$ cat src/ecc_defines.svh
`ifndef ECC_DEFINES_SVH
`define ECC_DEFINES_SVH

// Payload width of one protected word.
`define ECC_DATA_W  99

// Seven positional check bits plus the even-weight bit.
`define ECC_CHECK_W 8

// Codeword positions run from 1 to 106.
`define ECC_POS_W   7

`endif

$ cat src/ecc_pkg.sv
`default_nettype none

`include "ecc_defines.svh"

package ecc_pkg;

    typedef logic [`ECC_DATA_W-1:0]  data_t;
    typedef logic [`ECC_CHECK_W-1:0] check_t;  // Also the syndrome width.
    typedef logic [`ECC_POS_W-1:0]   pos_t;

    typedef enum logic [1:0] {
        err_none,
        err_check,   // Single error in a check bit.
        err_data,    // Single error in a data bit.
        err_uncorr   // Two or more bits in error.
    } err_class_e;

    // Data sits at every position that is not a power of two.
    function automatic logic is_data_pos(input pos_t pos);
        return (pos != '0) && ((pos & (pos - 1'b1)) != '0) &&
               (int'(pos) <= `ECC_DATA_W + `ECC_POS_W);
    endfunction

    function automatic pos_t data_pos(input int idx);
        pos_t pos;
        int   cnt;
        pos = '0;
        cnt = 0;
        for (int p = 1; p < (1 << `ECC_POS_W); p++) begin
            if (is_data_pos(pos_t'(p))) begin
                if (cnt == idx) begin
                    pos = pos_t'(p);
                end
                cnt++;
            end
        end
        return pos;
    endfunction

    function automatic check_t calc_check(input data_t d);
        check_t c;
        pos_t   p;
        c = '0;
        for (int i = 0; i < `ECC_DATA_W; i++) begin
            p = data_pos(i);
            for (int j = 0; j < `ECC_POS_W; j++) begin
                if (p[j]) begin
                    c[j] ^= d[i];
                end
            end
            if (~^p) begin
                c[`ECC_CHECK_W-1] ^= d[i];  // Even-weight positions.
            end
        end
        return c;
    endfunction

endpackage

`default_nettype wire

$ cat src/ecc_stage_if.sv
`timescale 1ns/1ps
`default_nettype none

interface ecc_stage_if;

    ecc_pkg::data_t  data;      // Received word.
    ecc_pkg::check_t syndrome;  // Stored check XOR computed check.
    ecc_pkg::check_t check;     // Computed check bits.
    logic            bypass;

    modport producer (
        output data,
        output syndrome,
        output check,
        output bypass
    );

    modport decode (
        input syndrome
    );

    modport consumer (
        input data,
        input check,
        input bypass
    );

endinterface

`default_nettype wire

$ cat src/ecc_corrector.sv
`timescale 1ns/1ps
`default_nettype none

module ecc_corrector (
    input  logic                clk,
    input  logic                rst_n,
    input  logic                load_s2,
    ecc_stage_if.consumer       stage,
    input  ecc_pkg::data_t      mask,
    input  ecc_pkg::err_class_e err_class,
    output ecc_pkg::data_t      out_data,
    output ecc_pkg::check_t     out_check,
    output logic                out_sbit_err,
    output logic                out_dbit_err
);

    logic sbit_next;
    logic dbit_next;

    assign sbit_next = !stage.bypass &&
                       ((err_class == ecc_pkg::err_check) ||
                        (err_class == ecc_pkg::err_data));
    assign dbit_next = !stage.bypass && (err_class == ecc_pkg::err_uncorr);

    always_ff @(posedge clk) begin
        if (!rst_n) begin
            out_sbit_err <= 1'b0;
            out_dbit_err <= 1'b0;
        end else if (load_s2) begin
            out_sbit_err <= sbit_next;
            out_dbit_err <= dbit_next;
        end
    end

    always_ff @(posedge clk) begin
        if (load_s2) begin
            out_data  <= stage.bypass ? stage.data : (stage.data ^ mask);
            out_check <= stage.check;
        end
    end

    // Flags never both high and the word altered only under the single flag.
    flags_consistent_a: assert property (
        @(posedge clk) disable iff (!rst_n)
        load_s2 |=> !(out_sbit_err && out_dbit_err) &&
                    ((out_data == $past(stage.data)) || out_sbit_err)
    ) else $error("error flags disagree with the corrected word");

endmodule

`default_nettype wire

$ cat src/flat_wrapper.sv
// flat-port wrapper written by rule: the top's interface ports become plain ports
module ecc_corrector_flat 
  (clk, rst_n, load_s2, mask, err_class, out_data, out_check, out_sbit_err, out_dbit_err, stage_data, stage_check, stage_bypass);
  ecc_stage_if stage_i ();
  input  logic clk;
  input  logic rst_n;
  input  logic load_s2;
  input  ecc_pkg::data_t mask;
  input  ecc_pkg::err_class_e err_class;
  output ecc_pkg::data_t out_data;
  output ecc_pkg::check_t out_check;
  output logic out_sbit_err;
  output logic out_dbit_err;
  input wire logic [$bits(stage_i.data)-1:0] stage_data;
  input wire logic [$bits(stage_i.check)-1:0] stage_check;
  input wire logic [$bits(stage_i.bypass)-1:0] stage_bypass;
  assign stage_i.data = stage_data;
  assign stage_i.check = stage_check;
  assign stage_i.bypass = stage_bypass;
  ecc_corrector u_core (.clk(clk), .rst_n(rst_n), .load_s2(load_s2), .stage(stage_i), .mask(mask), .err_class(err_class), .out_data(out_data), .out_check(out_check), .out_sbit_err(out_sbit_err), .out_dbit_err(out_dbit_err));
endmodule
$ cat config.mk
export PLATFORM = sky130hd
export DESIGN_NAME = ecc_corrector_flat
export DESIGN_NICKNAME = d
export VERILOG_FILES = /design/src/ecc_pkg.sv /design/src/ecc_stage_if.sv /design/src/ecc_corrector.sv /design/src/flat_wrapper.sv
export VERILOG_INCLUDE_DIRS = /design/src
export SDC_FILE = /design/constraint.sdc
export NUM_CORES = 1
export LEC_CHECK = 0
export ABC_AREA = 1
export BUFFER_PORTS_ARGS = -buffer_cell sky130_fd_sc_hd__buf_2
export CORE_AREA = 2 2 124 126
export DETAILED_ROUTE_END_ITERATION = 10
export DIE_AREA = 0 0 126 128
export PLACE_DENSITY_LB_ADDON = 0.1
export SKIP_LAST_GASP = 1
export SYNTH_ARGS = -nofsm -noshare
export SYNTH_HDL_FRONTEND = slang
export SYNTH_SLANG_ARGS = --single-unit
$ cat constraint.sdc
create_clock -name clk -period 1.2 [get_ports clk]
set_clock_uncertainty 0.15 [all_clocks]
set_input_delay 0 -clock clk [delete_from_list [all_inputs] [get_ports clk]]
set_output_delay 0 -clock clk [all_outputs]
set_load 0.02 [all_outputs]
# ---- Word level (Yosys, flattened, before mapping)
# Cells that the tools add are included.
dict set report totals {
  regBits 109
  wordCells 13
  output_inout_bits 109
}
dict set report op_classes {
  n_reduce_logical 4
  n_mux 1
  bitwise_logic 1
  n_eq_ne 3
}
# cell count
set op_table {}
lappend op_table {{2-to-1 mux 99 bit} 1}
lappend op_table {{XOR 99 bit} 1}
lappend op_table {{== test 2 bit (second input constant)} 2}
lappend op_table {{== test 2 x 1 -> 1 bit (second input constant)} 1}
lappend op_table {{logical AND 1 bit} 2}
lappend op_table {{zero test 1 bit} 1}
lappend op_table {{logical OR 1 bit} 1}

# ---- Logic depth before layout (Yosys ltp)
dict set report logic_depth {
  depth_word 3
  ltp_mapped 7
  ltp_nobuf 5
}

# ---- Worst setup path before layout
# No wires, ideal clock.
dict set report synth_path {
  path_type {input to register}
  startpoint {input port stage_bypass}
  endpoint {register u_core.out_data[10], data pin}
  path_slack_ps 319
  arrival_time_ps 482
  setup_time_ps 249
  stages 6
  cell_sequence {inv_2 -> buf_6 -> buf_4 -> nand3_1 -> nand2_1 -> inv_1}
}
dict set report synth_between {
  elab_chain_len 1
}
# element line_no
set synth_rtl {}
lappend synth_rtl {{start, declared} flat_wrapper.sv:16} ;# input wire logic [$bits(stage_i.bypass)-1:0] stage_bypass;
lappend synth_rtl {{2-to-1 mux 99 bit} ecc_corrector.sv:37} ;# out_data <= stage.bypass ? stage.data : (stage.data ^ mask);
lappend synth_rtl {{end signal, assigned} ecc_corrector.sv:37}
lappend synth_rtl {{end, declared} ecc_corrector.sv:11} ;# output ecc_pkg::data_t out_data,
# No other way between the ends.
# A chain may end at the register's enable or synchronous reset.

# ---- Worst setup path in the final report
dict set report layout_path {
  startpoint {register u_core.out_data[43]}
  endpoint {output port out_data[43]}
}
# element line_no
set layout_rtl {}
lappend layout_rtl {{end, declared} flat_wrapper.sv:10} ;# output ecc_pkg::data_t out_data;
# No word-level cell between the ends.

==> out/qor_table.md <==
| Step | Parameter | This run |
|:---|:---|:---|
| floorplanning | Area of the die | 16130 sq um |
| synthesis | Yosys synthesis warning count | 0 |
| cts | CTS tree | built |
| worst setup path | CP Data Arrival Time | 0.94 ns |
| cells and area | Most common library cell in the layout ignoring fill and taps | sky130_fd_sc_hd__buf_2 |
| synthesis | Number of cells produced by synthesis | 735 |
| global routing | Sum of overflow across all layers after global routing | 0 |
| pwr | Power Density | 1013 nW/um^2 |
| placement | HPWL after DPL | 12280 um |
| worst setup path | Worst-case reg-to-reg path depth | 2 |
| worst setup path | Kind of end point of the critical path | output pin |
| global routing | Antenna violations before repair | 1 |
| cts | Number of buffers inserted by post-CTS setup repair | 0 |
| synthesis | Library cells used by synthesis | 13 |
| placement | Final RePlAce weighted congestion | 0.7812 |
| floorplanning | Number of top-level design ports | 321 |
| cells and area | Share of cells above drive strength 1 | 27.88% |
| placement | PortBufs | 320 |
| synthesis | Mapped Avg Cell Area | 8.132 sq um |
| min path | Hold Path Depth | 1 |
| floorplanning | Core ar. | 14860 sq um |
| worst setup path | Logic depth of the worst path, buffers included | 1 |
| sta | Max transition margin | 79.72% |
| sta | Post-route clock period utilization | 90.54% |
| cts | Cts hold-fix bufs | 209 |
| sta | RSZ-0062 raised after global routing | no |
| synthesis | Post-synthesis register bit count | 109 |
| synthesis | Most area-hungry cell type in the Yosys netlist | sky130_fd_sc_hd__edfxtp_1 |
| cts | Count of H-tree levels built during CTS | 3 |
| outcome | Violated checks | negative hold slack |
| drt | Overall via count from detail_route | 6466 |
| floorplanning | Initial core utilization | 40.21% |
| synthesis | Top cell type's share of synthesized area | 53.76% |
| sta | Setup TNS | 0 ns |
| worst setup path | Dominant delay contributor by cell family on the critical path | flip-flops |
| outcome | Outcome | complete, but fails checks |
| sta | Final hold slack | -0.09104 ns |
| drt | Number of DRC markers in iteration 0 | 306 |
| cells and area | Synthesis-to-layout area growth | 69.04% |
| drt | Vias/cell | 4.411 |
| sta | Tightest Pin Transition | 0.3043 ns |
| sta | Max Slew Vio Count | 0 |
| worst setup path | Start-to-end type of the worst setup path | reg2out |
| cts | TritonCTS sink count | 109 |
| cts | Clock latency on the worst-skew pair | 0.35 ns |
| drt | Count of antenna-violating nets left after detailed routing | 0 |
| cells and area | Net count reported at finish | 1485 |
| synthesis | Top cells by area, synth | sky130_fd_sc_hd__edfxtp_1 54%, sky130_fd_sc_hd__nand2_1 19%, sky130_fd_sc_hd__inv_1 13% |
| pwr | Leakage dissipation | 0.005560 uW |
| worst setup path | Crit path largest cell delay | 0.41 ns |
| global routing | All-layer global routing usage | 22.87% |
| sta | Final setup violating endpoints | 0 |
| cts | Number of buffers created by CTS | 9 |
| run | Number of max-capacitance violations reported | 0 |
| sta | Highest clock rate | 920.4 MHz |
| placement | Post-Place Setup Slack | 0.01770 ns |
| cells and area | Final core utilization | 67.97% |
| drt | Final routed wirelength across all metal layers | 18600 um |
| global routing | Maximum number of pins on one net before global-route repair | 75 |
| global routing | Number of global-route vias before repair | 6316 |
| cts | Post_cts resized | 0 |
| worst setup path | Ordered list of cells on the worst path | buf_2 |
| global routing | Wire length of the first global-routing pass | 29370 um |
| sta | Post-route worst setup slack | 0.1135 ns |
| pwr | Worst IR drop on VDD | 0.6114 mV |
| drt | Post-route DRC violation count | 0 |
| cells and area | Top library cells by usage in the layout, fill and taps aside | 319 x sky130_fd_sc_hd__buf_2, 299 x sky130_fd_sc_hd__nand2_1, 209 x sky130_fd_sc_hd__dlygate4sd3_1 |
| worst setup path | Highest fanout seen on the critical path | 1 |
| floorplanning | Site Rows | 45 |
| cts | Clock edge transition at the registers on the reported setup and hold paths | 0.07 ns |
| drt | Wire length per cell | 12.69 um |
| min path | Hold WC Path Type | in2reg |
| drt | Router iterations before antenna repair | 6 |
| worst setup path | Cell at the slowest stage of the critical path | sky130_fd_sc_hd__edfxtp_1 |
| worst setup path | Startpoint types | flip-flop |
| pwr | Total Power | 10230 uW |
| cts | Cell at the root of the clock tree | sky130_fd_sc_hd__clkbuf_16 |
| synthesis | Post-synthesis instance area | 5977 sq um |
| cts | Largest buffer count on any clock path | 2 |
| sta | Post-layout minimum cycle time | 1.087 ns |
| floorplanning | Die outline width | 126 um |
| worst setup path | Required time worst endpoint | 1.05 ns |
| sta | Endpoints failing hold | 10 |
| synthesis | Number of nets produced by synthesis | 948 |
| floorplanning | Height of the die | 128 um |
| worst setup path | Crit path buf inv count | 1 |
| synthesis | Sequential element share of the synthesized area | 54.43% |
worst reg2reg max path: stages, from the launching register on:
cell                      delay, ns
sky130_fd_sc_hd__dfxtp_1       0.32
sky130_fd_sc_hd__nand2_1       0.07
sky130_fd_sc_hd__a21oi_2       0.12
power breakdown:
group | internal [uW] | switching (uW)
clock | 1600 | 1370
combinational | 1210 | 1390
sequential | 4590 | 84.4
registers in the layout (all words and copies together) (netlist names):
| name | count |
|---|---|
| u_core.out_dbit_err | 1 |
| u_core.out_check | 8 |
| u_core.out_sbit_err | 1 |
| u_core.out_data | 99 |
kinds of logic after synthesis:
family / Yosys count / share of synthesized area (%)
flops: 109 / 54.43
buf+inv: 223 / 17.81
fa+ha+maj: 1 / 0.2093
compound gates: 2 / 0.2302
simple gates: 400 / 27.32
metrics by stage:
step,cell area [sq um],std cells
finish,10100,1466
global route,10100,1466
CTS,10100,1465
detailed placement,7726,1240
global placement,7726,1240
floorplan,5977,735
layout make-up:
| class | instances | area, sq um |
|---|---|---|
| well taps | 188 | 235.2 |
| clock buffers | 10 | 229.0 |
| diodes | 1 | 2.502 |
| repair buffers | 548 | 3914 |
| clock inverters | 6 | 53.80 |
| multi-input cells | 403 | 1659 |
| inverters | 201 | 757.0 |
| flip-flops and latches | 109 | 3253 |
| fillers | 1154 | 4761 |
metal layers:
metal  track usage (%)  routed length (um)
met5                 0                   0
met4             11.96                 788
met3             5.175                1371
met2             41.46                9495
met1             24.98                6947
worst paths after layout:
check / slack [ns] / endpoint / startpoint
hold / removal: -0.09 / u_core.out_data[11]$_DFFE_PP_ / load_s2
setup / recovery: 0.11 / out_data[43] / u_core.out_data[43]$_DFFE_PP_
setup reg to reg: 0.49 / u_core.out_sbit_err$_SDFFE_PN0P_ / u_core.out_sbit_err$_SDFFE_PN0P_
hold reg to reg: 0.31 / u_core.out_dbit_err$_SDFFE_PN0P_ / u_core.out_dbit_err$_SDFFE_PN0P_
cells in the mapped netlist, drive strengths merged:
library cell / number
a21oi: 2
buf: 22
dfxtp: 2
edfxtp: 107
ha: 1
inv: 201
nand2: 299
nand3: 101
(Power assumes the default switching activity.)
